[src/include/apb_mon_params.svh]
/*
 * APB3 protocol monitor parameters
 * Bus widths, configuration register offsets and the CTRL reset value
 */
`ifndef APB_MON_PARAMS_SVH
`define APB_MON_PARAMS_SVH

// Monitored bus widths
`define APB_MON_ADDR_W      32
`define APB_MON_DATA_W      32

// Configuration port address width
`define APB_MON_CFG_ADDR_W  8

// Transfer counters and wait tracking
`define APB_MON_CNT_W       16
`define APB_MON_WAIT_W      8

// Register map of the configuration port
`define APB_MON_REG_CTRL    'h00
`define APB_MON_REG_STATUS  'h04
`define APB_MON_REG_WR_CNT  'h08
`define APB_MON_REG_RD_CNT  'h0C
`define APB_MON_REG_ERR_CNT 'h10

// Checking on, wait limit off, limit of zero
`define APB_MON_CTRL_RESET  32'h0000_0001

`endif

[src/source/apb_mon_pkg.sv]
/*
 * APB3 protocol monitor types
 * Vector typedefs, bus phase encoding and violation bit positions
 */
`include "apb_mon_params.svh"

package apb_mon_pkg;

    typedef logic [`APB_MON_ADDR_W-1:0]     addr_t;
    typedef logic [`APB_MON_DATA_W-1:0]     data_t;
    typedef logic [`APB_MON_CFG_ADDR_W-1:0] cfg_addr_t;
    typedef logic [`APB_MON_CNT_W-1:0]      cnt_t;
    typedef logic [`APB_MON_WAIT_W-1:0]     wait_t;
    typedef logic [7:0]                     viol_t;

    // PH_BAD is PENABLE high with PSEL low
    typedef enum logic [1:0] {
        PH_IDLE,
        PH_SETUP,
        PH_ACCESS,
        PH_BAD
    } apb_phase_e;

    // Bit positions in STATUS and in the violation vector
    localparam int V_SETUP_TO_ACCESS = 0;
    localparam int V_PENABLE_NO_PSEL = 1;
    localparam int V_PENABLE_FIRST   = 2;
    localparam int V_SETUP_UNSTABLE  = 3;
    localparam int V_WAIT_UNSTABLE   = 4;
    localparam int V_WAIT_LIMIT      = 5;
    localparam int V_PSLVERR_IDLE    = 6;
    localparam int V_IDLE_UNSTABLE   = 7;

endpackage

[src/source/apb_phase_tracker.sv]
/*
 * APB3 phase tracker
 * Decodes the bus phase, keeps last cycle's bus values and counts
 * consecutive wait cycles of the current ACCESS phase
 */
`timescale 1ns/10ps
`include "apb_mon_params.svh"

module apb_phase_tracker
    import apb_mon_pkg::*;
(
    input  logic       pclk,
    input  logic       presetn,
    input  logic       psel,
    input  logic       penable,
    input  addr_t      paddr,
    input  logic       pwrite,
    input  data_t      pwdata,
    input  logic       pready,
    output apb_phase_e phase,
    output apb_phase_e prev_phase,
    output logic       prev_psel,
    output addr_t      prev_paddr,
    output logic       prev_pwrite,
    output data_t      prev_pwdata,
    output logic       first_cycle,
    output wait_t      wait_cnt
);

    // Count saturates here instead of wrapping back to zero
    localparam wait_t WAIT_MAX = {`APB_MON_WAIT_W{1'b1}};

    // Phase straight from the select and enable levels
    always_comb begin
        case ({psel, penable})
            2'b00:   phase = PH_IDLE;
            2'b10:   phase = PH_SETUP;
            2'b11:   phase = PH_ACCESS;
            default: phase = PH_BAD;
        endcase
    end

    // Control history, cleared by reset
    always_ff @(posedge pclk or negedge presetn) begin
        if (!presetn) begin
            prev_phase  <= PH_IDLE;
            prev_psel   <= 1'b0;
            first_cycle <= 1'b1;
            wait_cnt    <= '0;
        end else begin
            prev_phase  <= phase;
            prev_psel   <= psel;
            first_cycle <= 1'b0;
            // Only an ACCESS cycle with PREADY low extends the run
            if ((phase == PH_ACCESS) && !pready) begin
                if (wait_cnt != WAIT_MAX) begin
                    wait_cnt <= wait_cnt + 1'b1;
                end
            end else begin
                wait_cnt <= '0;
            end
        end
    end

    // Payload history, only compared once first_cycle has dropped
    always_ff @(posedge pclk) begin
        prev_paddr  <= paddr;
        prev_pwrite <= pwrite;
        prev_pwdata <= pwdata;
    end

    // One-shot flag stays down until the next reset
    a_first_cycle_once: assert property (
        @(posedge pclk) disable iff (!presetn)
        !first_cycle |=> !first_cycle
    ) else $error("first_cycle rose again without a reset");

endmodule

[src/source/apb_rule_checker.sv]
/*
 * APB3 rule checker
 * Compares the live bus against last cycle's values and raises one flag
 * per broken rule, and decodes completed transfers by direction and error
 */
`timescale 1ns/10ps
`include "apb_mon_params.svh"

module apb_rule_checker
    import apb_mon_pkg::*;
(
    input  apb_phase_e phase,
    input  apb_phase_e prev_phase,
    input  logic       prev_psel,
    input  addr_t      prev_paddr,
    input  logic       prev_pwrite,
    input  data_t      prev_pwdata,
    input  logic       first_cycle,
    input  wait_t      wait_cnt,
    input  addr_t      paddr,
    input  logic       pwrite,
    input  data_t      pwdata,
    input  logic       penable,
    input  logic       pready,
    input  logic       pslverr,
    input  logic       wait_limit_on,
    input  wait_t      max_wait,
    output viol_t      viol,
    output logic       wr_done,
    output logic       rd_done,
    output logic       err_done
);

    logic in_access;
    logic xfer_end;
    logic in_wait;
    logic ctl_chg;
    logic wdata_chg;

    assign in_access = (phase == PH_ACCESS);

    // Last ACCESS cycle, the only one where PSLVERR is sampled
    assign xfer_end = in_access && penable && pready;

    // Previous cycle was an ACCESS wait state
    assign in_wait = (wait_cnt != '0);

    // Address or direction moved since the last edge
    assign ctl_chg = (paddr != prev_paddr) || (pwrite != prev_pwrite);

    // Write data only matters for a write
    assign wdata_chg = prev_pwrite && (pwdata != prev_pwdata);

    always_comb begin
        viol = '0;

        // SETUP lasts one cycle and must be followed by ACCESS
        viol[V_SETUP_TO_ACCESS] = (prev_phase == PH_SETUP) && !in_access;

        viol[V_PENABLE_NO_PSEL] = (phase == PH_BAD);

        // No SETUP cycle before this ACCESS
        viol[V_PENABLE_FIRST] = in_access && !prev_psel;

        viol[V_SETUP_UNSTABLE] = (prev_phase == PH_SETUP) && in_access
                                 && (ctl_chg || wdata_chg);

        // Leaving ACCESS early also counts as a select change
        viol[V_WAIT_UNSTABLE] = in_wait && (!in_access || ctl_chg || wdata_chg);

        // max_wait wait cycles already behind us and PREADY still low
        viol[V_WAIT_LIMIT] = wait_limit_on && in_access && !pready
                             && (wait_cnt >= max_wait);

        viol[V_PSLVERR_IDLE] = pslverr && !xfer_end;

        // Address and direction parked while idle
        viol[V_IDLE_UNSTABLE] = !first_cycle && (phase == PH_IDLE) && ctl_chg;
    end

    // Completion pulses for the counters
    assign wr_done  = xfer_end && pwrite;
    assign rd_done  = xfer_end && !pwrite;
    assign err_done = xfer_end && pslverr;

    // One direction per completion, and an error always rides on one
    always_comb begin
        a_done_excl: assert (!(wr_done && rd_done) && (!err_done || wr_done || rd_done))
            else $error("completion pulses inconsistent");
    end

endmodule

[src/source/apb_mon_regs.sv]
/*
 * APB3 monitor register block
 * Zero-wait configuration slave with CTRL, sticky W1C STATUS,
 * write, read and error counters, and the interrupt output
 */
`timescale 1ns/10ps
`include "apb_mon_params.svh"

module apb_mon_regs
    import apb_mon_pkg::*;
(
    input  logic      pclk,
    input  logic      presetn,
    input  logic      cfg_psel,
    input  logic      cfg_penable,
    input  logic      cfg_pwrite,
    input  cfg_addr_t cfg_paddr,
    input  data_t     cfg_pwdata,
    input  viol_t     viol,
    input  logic      wr_done,
    input  logic      rd_done,
    input  logic      err_done,
    output data_t     cfg_prdata,
    output logic      wait_limit_on,
    output wait_t     max_wait,
    output logic      irq
);

    localparam data_t CTRL_RST = `APB_MON_CTRL_RESET;

    logic       cfg_access;
    logic       cfg_wr;
    logic       cfg_rd;
    logic       sel_ctrl;
    logic       sel_status;
    logic [2:0] sel_cnt;
    logic [2:0] done_vec;
    logic       check_en;
    viol_t      w1c_mask;
    viol_t      status_q;
    viol_t      status_d;
    cnt_t       cnt_q [3];
    data_t      rd_word;

    // Every access is a single ACCESS cycle
    assign cfg_access = cfg_psel && cfg_penable;
    assign cfg_wr     = cfg_access && cfg_pwrite;
    assign cfg_rd     = cfg_access && !cfg_pwrite;

    // Address decode
    assign sel_ctrl   = (cfg_paddr == cfg_addr_t'(`APB_MON_REG_CTRL));
    assign sel_status = (cfg_paddr == cfg_addr_t'(`APB_MON_REG_STATUS));
    assign sel_cnt[0] = (cfg_paddr == cfg_addr_t'(`APB_MON_REG_WR_CNT));
    assign sel_cnt[1] = (cfg_paddr == cfg_addr_t'(`APB_MON_REG_RD_CNT));
    assign sel_cnt[2] = (cfg_paddr == cfg_addr_t'(`APB_MON_REG_ERR_CNT));

    // Counter slots in register order
    assign done_vec = {err_done, rd_done, wr_done};

    // CTRL fields
    always_ff @(posedge pclk or negedge presetn) begin
        if (!presetn) begin
            check_en      <= CTRL_RST[0];
            wait_limit_on <= CTRL_RST[1];
            max_wait      <= CTRL_RST[15:8];
        end else if (cfg_wr && sel_ctrl) begin
            check_en      <= cfg_pwdata[0];
            wait_limit_on <= cfg_pwdata[1];
            max_wait      <= cfg_pwdata[15:8];
        end
    end

    // W1C clear first, then new violations, so a same-edge hit survives
    assign w1c_mask = (cfg_wr && sel_status) ? viol_t'(cfg_pwdata) : '0;
    assign status_d = (status_q & ~w1c_mask) | (check_en ? viol : '0);

    // irq follows the next STATUS value so both change at one edge
    always_ff @(posedge pclk or negedge presetn) begin
        if (!presetn) begin
            status_q <= '0;
            irq      <= 1'b0;
        end else begin
            status_q <= status_d;
            irq      <= |status_d;
        end
    end

    // Wrapping counters, any write clears
    // a completion on the clearing edge still counts as one
    always_ff @(posedge pclk or negedge presetn) begin
        if (!presetn) begin
            for (int i = 0; i < 3; i++) begin
                cnt_q[i] <= '0;
            end
        end else begin
            for (int i = 0; i < 3; i++) begin
                if (cfg_wr && sel_cnt[i]) begin
                    cnt_q[i] <= done_vec[i] ? cnt_t'(1) : '0;
                end else if (done_vec[i]) begin
                    cnt_q[i] <= cnt_q[i] + 1'b1;
                end
            end
        end
    end

    // Read mux, unmapped offsets read zero
    always_comb begin
        rd_word = '0;
        if (sel_ctrl) begin
            rd_word = data_t'({max_wait, 6'h00, wait_limit_on, check_en});
        end else if (sel_status) begin
            rd_word = data_t'(status_q);
        end else if (sel_cnt[0]) begin
            rd_word = data_t'(cnt_q[0]);
        end else if (sel_cnt[1]) begin
            rd_word = data_t'(cnt_q[1]);
        end else if (sel_cnt[2]) begin
            rd_word = data_t'(cnt_q[2]);
        end
    end

    // Valid only during the read ACCESS cycle
    assign cfg_prdata = cfg_rd ? rd_word : '0;

    // irq never set without a sticky bit behind it
    a_irq_has_cause: assert property (
        @(posedge pclk) disable iff (!presetn)
        irq |-> (status_q != '0)
    ) else $error("irq high with STATUS clear");

endmodule

[src/source/apb_mon_top.sv]
/*
 * APB3 protocol monitor top
 * Phase tracker feeding the rule checker, with the register block
 * steering the checker and collecting its flags
 */
`timescale 1ns/10ps
`include "apb_mon_params.svh"

module apb_mon_top
    import apb_mon_pkg::*;
(
    input  logic      pclk,
    input  logic      presetn,
    // Monitored link, observed only
    input  logic      psel,
    input  logic      penable,
    input  addr_t     paddr,
    input  logic      pwrite,
    input  data_t     pwdata,
    input  logic      pready,
    input  data_t     prdata,     // observed for completeness, no rule on read data
    input  logic      pslverr,
    // Configuration slave
    input  logic      cfg_psel,
    input  logic      cfg_penable,
    input  logic      cfg_pwrite,
    input  cfg_addr_t cfg_paddr,
    input  data_t     cfg_pwdata,
    output data_t     cfg_prdata,
    output logic      irq
);

    // Tracker outputs
    apb_phase_e phase;
    apb_phase_e prev_phase;
    logic       prev_psel;
    addr_t      prev_paddr;
    logic       prev_pwrite;
    data_t      prev_pwdata;
    logic       first_cycle;
    wait_t      wait_cnt;

    // Checker and register links
    viol_t      viol;
    logic       wr_done;
    logic       rd_done;
    logic       err_done;
    logic       wait_limit_on;
    wait_t      max_wait;

    apb_phase_tracker u_tracker (
        .pclk        (pclk),
        .presetn     (presetn),
        .psel        (psel),
        .penable     (penable),
        .paddr       (paddr),
        .pwrite      (pwrite),
        .pwdata      (pwdata),
        .pready      (pready),
        .phase       (phase),
        .prev_phase  (prev_phase),
        .prev_psel   (prev_psel),
        .prev_paddr  (prev_paddr),
        .prev_pwrite (prev_pwrite),
        .prev_pwdata (prev_pwdata),
        .first_cycle (first_cycle),
        .wait_cnt    (wait_cnt)
    );

    apb_rule_checker u_checker (
        .phase         (phase),
        .prev_phase    (prev_phase),
        .prev_psel     (prev_psel),
        .prev_paddr    (prev_paddr),
        .prev_pwrite   (prev_pwrite),
        .prev_pwdata   (prev_pwdata),
        .first_cycle   (first_cycle),
        .wait_cnt      (wait_cnt),
        .paddr         (paddr),
        .pwrite        (pwrite),
        .pwdata        (pwdata),
        .penable       (penable),
        .pready        (pready),
        .pslverr       (pslverr),
        .wait_limit_on (wait_limit_on),
        .max_wait      (max_wait),
        .viol          (viol),
        .wr_done       (wr_done),
        .rd_done       (rd_done),
        .err_done      (err_done)
    );

    apb_mon_regs u_regs (
        .pclk          (pclk),
        .presetn       (presetn),
        .cfg_psel      (cfg_psel),
        .cfg_penable   (cfg_penable),
        .cfg_pwrite    (cfg_pwrite),
        .cfg_paddr     (cfg_paddr),
        .cfg_pwdata    (cfg_pwdata),
        .viol          (viol),
        .wr_done       (wr_done),
        .rd_done       (rd_done),
        .err_done      (err_done),
        .cfg_prdata    (cfg_prdata),
        .wait_limit_on (wait_limit_on),
        .max_wait      (max_wait),
        .irq           (irq)
    );

endmodule

[config.mk]
export PLATFORM = sky130hd
export DESIGN_NAME = apb_mon_top
export DESIGN_NICKNAME = d
export VERILOG_FILES = /design/src/source/apb_mon_pkg.sv /design/src/source/apb_phase_tracker.sv /design/src/source/apb_rule_checker.sv /design/src/source/apb_mon_regs.sv /design/src/source/apb_mon_top.sv
export VERILOG_INCLUDE_DIRS = /design/src /design/src/include
export SDC_FILE = /design/constraint.sdc
export NUM_CORES = 1
export LEC_CHECK = 0
export ABC_AREA = 0
export BUFFER_PORTS_ARGS = -buffer_cell sky130_fd_sc_hd__buf_2
export CORE_ASPECT_RATIO = 0.9
export CORE_UTILIZATION = 45
export CTS_CLUSTER_DIAMETER = 120
export DETAILED_ROUTE_END_ITERATION = 8
export PLACE_DENSITY = 0.68
export SETUP_SLACK_MARGIN = 0.4
export SLEW_MARGIN = 20
export SYNTH_ARGS = -nofsm -noshare
export SYNTH_HDL_FRONTEND = slang
export SYNTH_HIERARCHICAL = 1
export SYNTH_SLANG_ARGS = --single-unit
[constraint.sdc]
create_clock -name pclk -period 3.68 [get_ports pclk]
set_input_delay 1.104 -clock pclk [delete_from_list [all_inputs] [get_ports pclk]]
set_output_delay 1.104 -clock pclk [all_outputs]
set_load 0.1 [all_outputs]
* After elaboration in Yosys (flattened, before gate mapping)
Cells that the tools add are included.
Operators by class: eq/ne operators 14, bitwise gates (word level) 3, reductions and logical operators 45, add/subtract/negate cells 4, muxes and demuxes 20, order comparisons 1
Operators by type and width (number):
- 32-bit two-way mux | 5
- 16-bit two-way mux | 7
- 32-bit != test | 2
- 16-bit by 1-bit adder with 16-bit output, second input constant | 3
- 8-bit two-way mux | 4
- 1-bit logical AND | 26
- 8-bit by 4-bit == test with 1-bit output, second input constant | 2
- 8-bit by 1-bit adder with 8-bit output, second input constant | 1
- 8-bit bitwise AND | 1
- 2-bit == test, second input constant | 4
- 8-bit by 3-bit == test with 1-bit output, second input constant | 1
- 8-bit by 5-bit == test with 1-bit output, second input constant | 1
- 8-bit >= comparator | 1
- 8-bit zero test | 1
- 8-bit != test, second input constant | 1
- 8-bit NOT | 1
- 8-bit bitwise OR | 1
- 8-bit nonzero test | 1
- 8-bit OR reduction | 1
- 1-bit zero test | 7
- 2-bit one-hot mux with 3 select lines | 1
- 2-bit nonzero test | 3
- 2-bit zero test | 2
- 1-bit logical OR | 4
- other kinds (4) | 6
Word-level totals: register bits after elaboration 144, input port bits 146, logic and storage cells 102

* Depth between registers and ports, before layout
Gate-level depths: netlist of the first run.
depth after elaboration 10, depth in mapped cells 12, gate-level depth less buffers 11

* By module
The synthesis of the first run kept the hierarchy.
By module, submodules not included:
- apb_mon_regs | cells each 457, times used 1, seq. area each 1677.9 um2, area an instance 4085.2 um2
- apb_phase_tracker | cells each 118, times used 1, seq. area each 1602.8 um2, area an instance 1864.3 um2
- apb_rule_checker | cells each 134, times used 1, seq. area each 0.0 um2, area an instance 1022.2 um2

* Least setup slack after synthesis of the first run
Ideal clock, no wire load.
path kind input port to output port, from input cfg_paddr[5], to output cfg_prdata[2], arrival time 4.399 ns, setup slack -1.823 ns, buffers on the path 1, stages 5, cells stage by stage or3_1 buf_6 a211oi_1 a221oi_1 a211oi_1
Between the ends: word-level cells in the longest chain between the ends 7, elaborated cells between the ends (all ways) 11, those cells by class 4 x eq/ne; 6 x mux; 1 x reduce/logical
Ends and longest elaborated chain:
- start, declared | RTL line apb_mon_top.sv:27 | input cfg_addr_t cfg_paddr,
- 8-bit by 5-bit == test with 1-bit output | RTL line apb_mon_regs.sv:55 | assign sel_cnt[2] = (cfg_paddr == cfg_addr_t'(`APB_MON_REG_ERR_CNT));
- 16-bit two-way mux | RTL line apb_mon_regs.sv:117 | end else if (sel_cnt[2]) begin
- 32-bit two-way mux | RTL line apb_mon_regs.sv:115 | end else if (sel_cnt[1]) begin
- 32-bit two-way mux | RTL line apb_mon_regs.sv:113 | end else if (sel_cnt[0]) begin
- 32-bit two-way mux | RTL line apb_mon_regs.sv:111 | end else if (sel_status) begin
- 32-bit two-way mux * | RTL line apb_mon_regs.sv:109 | if (sel_ctrl) begin
- 32-bit two-way mux * | RTL line apb_mon_regs.sv:123 | assign cfg_prdata = cfg_rd ? rd_word : '0;
- end, declared | RTL line apb_mon_top.sv:29 | output data_t cfg_prdata,
Mark *: on every way between the ends. The rest lies on a longest branch, timed or not.

* Worst setup path after layout of the first run
from input cfg_paddr[4], to output cfg_prdata[3]
The elaborated chain is that of the path after synthesis.

==> results of run 1 <==
[kinds of logic (layout without fill, tap and decap cells)]
group / Yosys count / count (layout) / share of synthesized area (%)
buffers and inverters: 65 / 202 / 4.56
adder cells (fa/ha/maj): 14 / 14 / 2.51
XOR/XNOR: 99 / 99 / 12.5
AND/OR/NAND/NOR: 244 / 244 / 18.8
multiplexers: 15 / 15 / 2.37
AO/OA/AOI/OAI: 126 / 126 / 12.0
other: 2 / 17 / 0.108
flip-flops: 144 / 144 / 47.1
[tightest hold or removal path, stage by stage (launching register included)]
cell and delay, ns:
sky130_fd_sc_hd__dfrtp_1 0.39, sky130_fd_sc_hd__o31ai_1 0.07, sky130_fd_sc_hd__a21oi_1 0.06
[sequential cells by signal (all words and copies together), names as in the netlist]
name / count
u_regs/cnt_q: 48
u_regs/max_wait: 8
u_tracker/prev_pwdata: 32
u_regs/check_en: 1
u_regs/irq: 1
u_tracker/prev_paddr: 32
u_regs/status_q: 8
u_regs/wait_limit_on: 1
u_tracker/prev_pwrite: 1
u_tracker/wait_cnt: 8
u_tracker/prev_phase: 2
u_tracker/first_cycle: 1
u_tracker/prev_psel: 1
[cells in the final DEF (no fill, tap or decap), drive strengths merged, types with 3 or more instances in the layout]
master	synthesis	routed
a211oi	8	8
a21o	3	3
a21oi	33	33
a221oi	7	7
a22o	15	15
a31oi	4	4
and2	6	6
and3	11	11
and4	7	7
buf	20	150
clkbuf	25	21
conb	2	17
dfrtp	77	77
dfxtp	65	65
ha	14	14
inv	20	27
mux2	12	12
mux2i	3	3
nand2	41	41
nand2b	9	9
nand3	27	27
nand4	36	36
nor2	46	46
nor2b	6	6
nor3	15	15
nor4	18	18
o21ai	32	32
o2bb2ai	8	8
o31ai	3	3
or2	3	3
or3	10	10
or4	5	5
xnor2	64	64
xor2	35	35
[metal layers]
layer	routed length, um	share of wire (%)	global-route usage [%]	vias to the layer above
met4	313	1.7	7.81	0
met2	8750	48	38.9	198
met5	0	0	0	-
met1	7990	44	31.6	2877
li1	-	-	-	2776
met3	1010	5.6	6.04	21
[how the worst min path moves through the flow]
stage | from | to | depth (start not counted)
2_1_floorplan | u_regs/wait_limit_on | u_regs/wait_limit_on | 1
3_3_place_gp | u_regs/cnt_q[31] | u_regs/cnt_q[31] | 2
3_5_place_dp | u_regs/cnt_q[31] | u_regs/cnt_q[31] | 2
4_1_cts | u_regs/cnt_q[47] | u_regs/cnt_q[47] | 2
5_1_grt | u_regs/cnt_q[47] | u_regs/cnt_q[47] | 2
6_report | u_regs/cnt_q[47] | u_regs/cnt_q[47] | 2
[power by group]
| part | leakage [nW] | switching [mW] | internal [mW] |
|---|---|---|---|
| combinational | 2.03 | 0.291 | 0.195 |
| sequential | 1.62 | 0.0926 | 1.66 |
| clock | 0.314 | 0.704 | 1.12 |
[area by class of cell]
class	count	area [um^2]
clock inverters	11	139
multi-input cells	515	3990
repair buffers	150	1160
flip-flops and latches	144	3280
inverters	20	75.1
clock buffers	21	493
well taps	198	248
fillers	1216	5530
[repair_timing]
| action | CTS | global route |
|---|---|---|
| endpoints found under the setup margin | 17 | 18 |
| buffers inserted | 5 | 3 |
| pin swaps | 19 | 18 |
| gates resized for setup | 50 | 29 |
| cloned | 0 | 0 |
==> implementation parameters, run 1 <==
Parameter                              Value

Worst setup path
  Category of the worst setup path capture point ... primary output
  Cell family with most CP delay ... buffers and inverters
  Cells traversed along the worst timing path ... buf_8 -> or3_4 -> buf_6 -> a211oi_4 -> buf_6 -> a221oi_2 -> a211oi_4 -> buf_12
  End of the worst register-to-register path ... u_regs/irq
  Logic depth of the worst setup path including buffers ... 8
  Data arrival time at the worst-slack endpoint ... 2.63 ns
  R2R setup slack ... 0.84 ns
  Startpoint of the worst-slack reg-to-reg timing path ... u_tracker/prev_pwrite
  CP Launch Point ... cfg_paddr[4]
  Kind of critical path ... input pin to primary output
  Kind of launch point of the worst setup path ... input pin
  Slowest cell delay on critical path ... about 0.4 ns
  Data required time of the critical path ... between 2 and 3 ns
  Number of buffer and inverter stages on the critical path ... 4
  R2R depth ... 10
  Top fanout value on the critical path ... 4
  Worst path slowest cell ... sky130_fd_sc_hd__or3_4
  Critical Path Sink ... cfg_prdata[3]

Detailed routing
  Via count of the routed design ... 5872
  Number of iterations in the first detailed-routing pass ... 5
  Detail-routed via count per cell ... around 5.5
  Remaining antenna violation count after routing ... 0
  Routed wire length ... 18100 um
  Drt first-iter violations ... 440
  DRC violation count after routing ... 0
  Average routed wire per standard cell ... 17.1 um

Global routing
  Maximum number of pins on one net before global-route repair ... 80
  Wire length of the first global-routing pass ... 30000 um
  Via count of the first global-routing pass ... roughly 6000
  Initial antenna violation count ... 0
  Total track usage ... 24.1%
  Overflow left after global routing ... 0

STA
  Total count of hold-check failures in the final report ... 0
  Maximum clock frequency ... 268 MHz
  Final worst path period share ... 101%
  Final setup margin ... -0.0499 ns
  RSZ-0062 raised after global routing ... true
  Number of setup violations in the final report ... 13
  Final Max Slew Viols ... 0
  Worst-margin pin slew ... 0.740 ns
  Relative slew margins ... 50.7%
  Total Negative Setup Slacks ... -0.320 ns
  Hold slack ... 0.552 ns
  Final critical delay including setup and external delays ... 3.73 ns
  Clock skew after layout ... 0.00991 ns

Place
  Number of cells in the design after placement ... 1019
  Post-placement worst setup slack ... -0.236 ns
  Placement-stage cell area ... 8220 um^2
  Final GP Congestion ... 0.863
  Placed wire-length estimate ... 13200 um
  Port buffer count ... roughly 110

Floorplanning
  Die area ... 16000 um^2
  Die W ... between 100 and 150 um
  Initial core utilization ... a little under half
  Top-level port count ... 179
  Y dimension of the die ... 120 um
  Total core area ... between 10000 and 15000 um^2
  Std cell rows ... 42

CTS
  CTS tree ... done
  Clock slew at reported path FFs ... 0.06 ns
  Root Buffer ... sky130_fd_sc_hd__clkbuf_16
  Hold-fix buffer count after cts ... 0
  Sink count of the clock tree ... about 140
  Deepest level of the CTS H-tree ... 4
  Total clock buffers created by CTS ... 17
  Number of buffers on the longest clock path ... 2
  Clk Latency, worst-skew pair ... between 0.4 and 0.5 ns

Finish
  Layout net count ... 1008
  Number of diodes ... 0
  Layout area overhead ... 34.7%
  Fraction of the core area covered by cells at the end of the flow ... 62.9%
  Layout cells sized above 1 ... 30.9%
  Layout Cells excl Fill ... between 1000 and 1500
  Layout Cell Area excl Fill ... roughly 9400 um^2

Hold path
  HP Class ... flop to flop

Synthesis
  Total of warnings raised by yosys ... 6
  Sequential element share of the synthesized area ... 47.1%
  Cell with the most instances after synthesis ... sky130_fd_sc_hd__dfrtp_1
  Number of enable flip-flop cells after synthesis ... 0
  Distinct cell type count after synthesis ... 56
  Dominant cell type by area after synthesis ... sky130_fd_sc_hd__dfrtp_1
  Area share of the largest cell type after synthesis ... 27.6%
  Async set-or-reset flop fraction in the synthesized netlist ... 54.9%
  Top post-synthesis cells by area ... sky130_fd_sc_hd__dfrtp_1 (28%), sky130_fd_sc_hd__dfxtp_1 (19%), sky130_fd_sc_hd__xnor2_1 (7.9%), sky130_fd_sc_hd__xor2_1 (4.4%), sky130_fd_sc_hd__nand4_1 (3.2%)
  Most frequent cells after synthesis ... sky130_fd_sc_hd__dfrtp_1 (77), sky130_fd_sc_hd__dfxtp_1 (65), sky130_fd_sc_hd__xnor2_1 (63)
  Mean Syn Cell Area ... 9.83 um^2
  Most frequently used flop master after synthesis ... sky130_fd_sc_hd__dfrtp_1
  Register bit total from synthesis ... 144
  Total standard cell area after synthesis ... 6970 um^2
  Synth Instances ... 709

Power
  Maximum vdd ir drop ... ~0.37 mV
  Pwr dens ... 432 nW/um^2
  Static leakage ... approximately 4.0 nW
  PnR Total Power ... just over 4 mW

Outcome
  Run status ... finished with violations
  Violations in the final reports ... negative setup slack

Job
  Max-cap violation count ... 0
Power figures use the tool's default switching activity.
==> inputs of run 2 (changes only) <==
--- a/config.mk
+++ b/config.mk
@@ -12,10 +12,9 @@
 export CORE_UTILIZATION = 45
 export CTS_CLUSTER_DIAMETER = 120
 export DETAILED_ROUTE_END_ITERATION = 8
-export PLACE_DENSITY = 0.68
+export PLACE_DENSITY = 0.8
 export SETUP_SLACK_MARGIN = 0.4
 export SLEW_MARGIN = 20
 export SYNTH_ARGS = -nofsm -noshare
 export SYNTH_HDL_FRONTEND = slang
-export SYNTH_HIERARCHICAL = 1
 export SYNTH_SLANG_ARGS = --single-unit
==> run 2 against run 1 <==
Compared with the run above:
- the flow still finishes with violations (negative setup slack)
- clock-buffer cell count decreased by 3
- sequential power about the same
- combinational power decreased by 13%
- wire length decreased by 12%
- sequential cell count unchanged
- total power decreased by 3.8%
- core utilization decreased by 2.5 points
- synthesized area decreased by 4.7%
- register-to-register slack improved by 0.77 ns
- final cell count decreased by 7.3%
- die area decreased by 4.6%
==> implementation parameters, run 2 <==
Parameter                              Value

Outcome
  Run status ... finished with violations
  Violations in the final reports ... negative setup slack

Floorplanning
  Die area ... 15300 um^2
  Initial core utilization ... 46.8%
  Top-level port count ... around 180
  Die W ... 130 um
  Y dimension of the die ... between 100 and 150 um
  Total core area ... 14200 um^2
  Std cell rows ... 41

CTS
  Clock slew at reported path FFs ... 0.06 ns
  Clk Latency, worst-skew pair ... between 0.4 and 0.5 ns
  Number of buffers on the longest clock path ... 2
  Root Buffer ... sky130_fd_sc_hd__clkbuf_16
  Deepest level of the CTS H-tree ... 4
  Sink count of the clock tree ... 144
  Total clock buffers created by CTS ... 17
  Hold-fix buffer count after cts ... 0
  CTS tree ... done

Finish
  Top Registers ... u_regs.cnt_q: 48 flops, u_tracker.prev_paddr: 32 flops, u_tracker.prev_pwdata: 32 flops
  Register with the highest flop count ... u_regs.cnt_q
  Commonest cells after routing, fill and taps aside ... sky130_fd_sc_hd__buf_2 (96), sky130_fd_sc_hd__xor2_1 (93), sky130_fd_sc_hd__dfrtp_1 (77)
  Number of diodes ... 0
  Layout Cell Area excl Fill ... 8590 um^2
  Layout area overhead ... 29.2%
  Layout cells sized above 1 ... between 30 and 40%
  Most common library cell in the layout ignoring fill and taps ... sky130_fd_sc_hd__buf_2
  Layout net count ... about 940
  Largest register FFs ... 48
  Fraction of the core area covered by cells at the end of the flow ... about three fifths

Global routing
  Total track usage ... 22.6%
  Via count of the first global-routing pass ... roughly 5300
  Maximum number of pins on one net before global-route repair ... 80
  Initial antenna violation count ... 0
  Wire length of the first global-routing pass ... 25600 um
  Overflow left after global routing ... 0

Detailed routing
  Number of iterations in the first detailed-routing pass ... 5
  Average routed wire per standard cell ... roughly 16 um
  Drt first-iter violations ... 314
  DRC violation count after routing ... 0
  Remaining antenna violation count after routing ... 0
  Via count of the routed design ... roughly 5200
  Detail-routed via count per cell ... about 5.2
  Routed wire length ... ~16000 um

Hold path
  Hold depth ... 1
  HP Class ... flop to flop

STA
  Final critical delay including setup and external delays ... just over 4 ns
  Final setup margin ... -0.457 ns
  Number of setup violations in the final report ... 16
  Maximum clock frequency ... 242 MHz
  Worst-margin pin slew ... 0.744 ns
  RSZ-0062 raised after global routing ... true
  Total count of hold-check failures in the final report ... 0
  Final Max Slew Viols ... 0
  Relative slew margins ... 50.4%
  Final worst path period share ... 112%
  Clock skew after layout ... roughly 0.0065 ns

Worst setup path
  Data required time of the critical path ... 2.58 ns
  R2R depth ... 8
  Top fanout value on the critical path ... 6
  Category of the worst setup path capture point ... primary output
  Data arrival time at the worst-slack endpoint ... 3.03 ns
  Kind of launch point of the worst setup path ... input pin
  Kind of critical path ... input pin to primary output

Place
  Final GP Congestion ... 0.877
  Port buffer count ... 114
  Placed wire-length estimate ... 11700 um
  Placement-stage cell area ... 7920 um^2

Synthesis
  Async set-or-reset flop fraction in the synthesized netlist ... 54.9%
  Mean Syn Cell Area ... 10.5 um^2
  Sequential element share of the synthesized area ... 49.4%
  Total of warnings raised by yosys ... 0
  Synth Instances ... 634
  Most frequent cells after synthesis ... sky130_fd_sc_hd__xor2_1 (93), sky130_fd_sc_hd__dfrtp_1 (77), sky130_fd_sc_hd__nor2_1 (66)
  Distinct cell type count after synthesis ... 56
  Most frequently used flop master after synthesis ... sky130_fd_sc_hd__dfrtp_1
  Dominant cell type by area after synthesis ... sky130_fd_sc_hd__dfrtp_1
  Area share of the largest cell type after synthesis ... ~29%
  Number of enable flip-flop cells after synthesis ... 0
  Top post-synthesis cells by area ... sky130_fd_sc_hd__dfrtp_1 (29%), sky130_fd_sc_hd__dfxtp_1 (20%), sky130_fd_sc_hd__xor2_1 (12%), sky130_fd_sc_hd__mux2_2 (3.9%), sky130_fd_sc_hd__nor2_1 (3.7%)
  Cell with the most instances after synthesis ... sky130_fd_sc_hd__xor2_1
  Total standard cell area after synthesis ... ~6600 um^2
  Register bit total from synthesis ... 144

Job
  Max-cap violation count ... 0

Power
  Static leakage ... 3.86 nW
  Maximum vdd ir drop ... 0.360 mV
  Pwr dens ... about 450 nW/um^2
## run 2: cell families after synthesis
| kind of cell | share of synthesized area, % |
|---|---|
| AOI/OAI and AO/OA | 6.81 |
| xor gates and xnor gates | 14.5 |
| adders and majority gates | 3.20 |
| buffers and inverters | 4.05 |
| DFF | 49.4 |
| muxes | 4.69 |
| other | 0.0564 |
| and+or+nand+nor | 17.4 |
## run 2: report_power, final
part | switching, mW | leakage [nW] | internal [mW]
clock network | 0.743 | 0.286 | 0.956
logic | 0.248 | 1.97 | 0.177
registers | 0.104 | 1.61 | 1.68
total | 1.10 | 3.86 | 2.81
## run 2: worst paths after layout
kind                                    startpoint                      end  slack [ns]
setup reg to reg           u_tracker.prev_paddr[1]               u_regs.irq        1.61
hold reg to reg                u_tracker.prev_psel       u_regs.status_q[2]        0.45
max in group asynchronous                  presetn  u_tracker.prev_phase[0]        2.45
min in group asynchronous                  presetn         u_regs.cnt_q[29]        0.70
setup / recovery                      cfg_paddr[0]            cfg_prdata[7]       -0.46
hold / removal                 u_tracker.prev_psel       u_regs.status_q[2]        0.45
## run 2: timing repair
item	in CTS	in global routing
setup buffers	1	1
pin swaps	9	3
resized for setup	14	1
endpoints found under the setup margin	16	16
## run 2: area by class of cell
class	instances	area, um^2
clock buffers	18	429
clock inverters	14	148
fillers	1166	5620
inverters	14	52.6
multi-input cells	457	3370
flip-flops and latches	144	3280
well taps	193	241
repair buffers	142	1070
## run 2: stage by stage
step           setup slack (ns)  hold WS, ns  power [mW]  instances  setup TNS (ns)
4_1_cts                  -0.450        0.452        3.94        981           -6.33
5_1_grt                  -0.504        0.463        4.07        982           -7.03
3_5_place_dp             -0.501        0.437        2.23        948           -7.22
2_1_floorplan            -0.716        0.411        2.08        650           -9.38
6_report                 -0.457        0.451        3.91        982           -6.18
3_3_place_gp             -0.482        0.425        2.21        948           -6.91
## run 2: worst max-delay path, stage by stage
cell	delay, ns
sky130_fd_sc_hd__buf_6	0.09
sky130_fd_sc_hd__or4_4	0.52
sky130_fd_sc_hd__or2_4	0.29
sky130_fd_sc_hd__nor4b_4	0.25
sky130_fd_sc_hd__buf_4	0.19
sky130_fd_sc_hd__buf_6	0.12
sky130_fd_sc_hd__a222oi_1	0.12
sky130_fd_sc_hd__nor2_4	0.16
sky130_fd_sc_hd__buf_12	0.18
## run 2: layer usage
layer / GRT usage (%) / vias up / share of wire [%]
li1: - / 2449 / -
met1: 26.9 / 2492 / 43
met2: 37.1 / 190 / 48
met3: 7.45 / 24 / 7.3
met4: 10.5 / 0 / 2.0
met5: 0 / - / 0
==> inputs of run 3 (changes only) <==
--- a/config.mk
+++ b/config.mk
@@ -9,6 +9,7 @@
 export ABC_AREA = 0
 export BUFFER_PORTS_ARGS = -buffer_cell sky130_fd_sc_hd__buf_2
 export CORE_ASPECT_RATIO = 0.9
+export CORE_MARGIN = 3
 export CORE_UTILIZATION = 45
 export CTS_CLUSTER_DIAMETER = 120
 export DETAILED_ROUTE_END_ITERATION = 8
@@ -17,4 +18,5 @@
 export SLEW_MARGIN = 20
 export SYNTH_ARGS = -nofsm -noshare
 export SYNTH_HDL_FRONTEND = slang
+export SYNTH_HIERARCHICAL = 1
 export SYNTH_SLANG_ARGS = --single-unit
==> run 3 against run 2 <==
Compared with the run above:
- the run still ends with negative setup slack left
- worst setup slack better by 0.31 ns
- sequential power about the same
- core utilization increased by 2.1 points
- wire length rose by 23%
- sequential share of layout area down 3.0 points
- hold slack improved by 0.12 ns
- fmax up 8.0%
- critical endpoint is now cfg_prdata[4]
==> implementation parameters, run 3 (synthesis gave the netlist of run 1 again) <==
Parameter                              Value

Outcome
  Run status ... finished with violations
  Violations in the final reports ... negative setup slack

Finish
  Commonest cells after routing, fill and taps aside ... sky130_fd_sc_hd__buf_2 (90), sky130_fd_sc_hd__dfrtp_1 (77), sky130_fd_sc_hd__dfxtp_1 (65)
  Most common library cell in the layout ignoring fill and taps ... sky130_fd_sc_hd__buf_2
  Fraction of the core area covered by cells at the end of the flow ... between 60% and 70%
  Top Registers ... u_regs/cnt_q: 48 flops, u_tracker/prev_paddr: 32 flops, u_tracker/prev_pwdata: 32 flops
  Register with the highest flop count ... u_regs/cnt_q
  Layout area overhead ... 33.8%
  Largest register FFs ... 48
  Layout net count ... 1005
  Layout cells sized above 1 ... 30.0%

Job
  Max-cap violation count ... 0

Global routing
  Via count of the first global-routing pass ... 5943
  Maximum number of pins on one net before global-route repair ... 80
  Overflow left after global routing ... 0
  Initial antenna violation count ... 1
  Total track usage ... 22.5%
  Wire length of the first global-routing pass ... 29700 um

STA
  Relative slew margins ... 51.3%
  Clock skew after layout ... 0.00802 ns
  Final worst path period share ... 104%
  Final critical delay including setup and external delays ... 3.83 ns
  Final Max Slew Viols ... 0
  Total count of hold-check failures in the final report ... 0
  Final setup margin ... -0.149 ns
  Maximum clock frequency ... about 260 MHz
  Number of setup violations in the final report ... 15
  RSZ-0062 raised after global routing ... true
  Worst-margin pin slew ... 0.731 ns

Power
  Static leakage ... slightly below 4 nW
  Pwr dens ... 428 nW/um^2
  Maximum vdd ir drop ... ~0.36 mV

CTS
  Hold-fix buffer count after cts ... 0
  Root Buffer ... sky130_fd_sc_hd__clkbuf_16
  Number of buffers on the longest clock path ... 2
  Clock slew at reported path FFs ... 0.06 ns
  Clk Latency, worst-skew pair ... 0.42 ns
  CTS tree ... done
  Total clock buffers created by CTS ... 17
  Deepest level of the CTS H-tree ... 4
  Sink count of the clock tree ... about 140

Worst setup path
  Slowest cell delay on critical path ... 0.37 ns
  Category of the worst setup path capture point ... primary output
  Cells traversed along the worst timing path ... buf_8 -> buf_12 -> nor2_1 -> and3_2 -> a221oi_1 -> a211oi_4 -> buf_12
  Worst path slowest cell ... sky130_fd_sc_hd__and3_2
  Most Frequent Cell on Critical Path ... sky130_fd_sc_hd__buf_12
  Kind of launch point of the worst setup path ... input pin
  Top fanout value on the critical path ... 5
  Data arrival time at the worst-slack endpoint ... 2.72 ns
  Data required time of the critical path ... around 2.6 ns
  Kind of critical path ... input pin to primary output

Floorplanning
  Top-level port count ... 179
  Die area ... 17000 um^2
  Initial core utilization ... 46.7%
  Die W ... 137 um
  Std cell rows ... 42
  Total core area ... 14900 um^2
  Y dimension of the die ... 124 um

Detailed routing
  DRC violation count after routing ... 0
  Via count of the routed design ... just over 6000
  Average routed wire per standard cell ... between 15 and 20 um
  Number of iterations in the first detailed-routing pass ... 5
  Drt first-iter violations ... 750
  Detail-routed via count per cell ... 5.75
  Routed wire length ... approximately 20000 um
  Remaining antenna violation count after routing ... 0

Place
  Post-placement worst setup slack ... -0.196 ns
  Placed wire-length estimate ... 13100 um
  Final GP Congestion ... 0.868
  Port buffer count ... between 100 and 150

Hold path
  HP Class ... flop to flop
## run 3: cell count changes in the layout (fill, tap and decap cells not counted), sizes merged, moves of 11 or more
| cell | before | now |
|---|---|---|
| nand4 | 16 | 36 |
| mux2 | 23 | 12 |
| a22o | 1 | 15 |
| a21oi | 21 | 33 |
| xnor2 | 16 | 64 |
| o21ai | 13 | 32 |
| nor2 | 66 | 46 |
| xor2 | 93 | 35 |
## run 3: what timing repair did
item	in CTS	in global routing
gates resized for setup	53	22
endpoints found under the setup margin	17	19
pin swaps	18	11
setup buffers	4	1
## run 3: report_power, final
group	switching (mW)	leakage (nW)	internal [mW]
combinational	0.291	2.02	0.196
sequential	0.0994	1.62	1.66
clock	0.702	0.302	1.04
## run 3: area by class of cell
| class | count | area, um^2 |
|---|---|---|
| Tap cell | 198 | 248 |
| Antenna cell | 1 | 2.50 |
| Fill cell | 1134 | 5590 |
| Timing Repair Buffer | 147 | 1160 |
| Sequential cell | 144 | 3280 |
| Clock inverter | 11 | 111 |
| Inverter | 20 | 78.8 |
| Multi-Input combinational cell | 515 | 3960 |
| Clock buffer | 21 | 493 |
## run 3: routing by layer
layer / vias up / track usage [%] / wire length (um)
li1: 2778 / - / -
met1: 2887 / 27.6 / 7680
met2: 341 / 38.6 / 9750
met3: 71 / 5.05 / 1440
met4: 0 / 9.04 / 696
met5: - / 0 / 0
## run 3: path summary, 6_finish.rpt
kind / start / end / slack [ns] / depth (start not counted)
max: cfg_paddr[0] / cfg_prdata[4] / -0.15 / 7
min: u_regs/wait_limit_on / u_regs/wait_limit_on / 0.57 / 1
max reg2reg: u_tracker/prev_pwrite / u_regs/irq / 0.75 / 12
min reg2reg: u_regs/wait_limit_on / u_regs/wait_limit_on / 0.57 / 1
max in group asynchronous: presetn / u_regs/status_q[1] / 2.46 / 1
min in group asynchronous: presetn / u_regs/cnt_q[47] / 0.73 / 1
## run 3: worst max-delay path, delay by kind of cell
kind                   cells  cell delay (ns)
and+or+nand+nor            2             0.73
AOI/OAI and AO/OA          2             0.45
buffers and inverters      3             0.42
## run 3: stage by stage
stage / cell area [um^2] / total power, mW / hold slack [ns] / setup TNS (ns) / instances
6_report: 9330 / 4.00 / 0.575 / -0.854 / 1057
4_1_cts: 9160 / 3.99 / 0.564 / -0.123 / 1055
3_5_place_dp: 8220 / 2.22 / 0.523 / -1.52 / 1019
2_1_floorplan: 7190 / 2.07 / 0.490 / -3.74 / 724
5_1_grt: 9330 / 4.14 / 0.585 / -1.19 / 1057
3_3_place_gp: 8220 / 2.20 / 0.513 / -1.52 / 1019
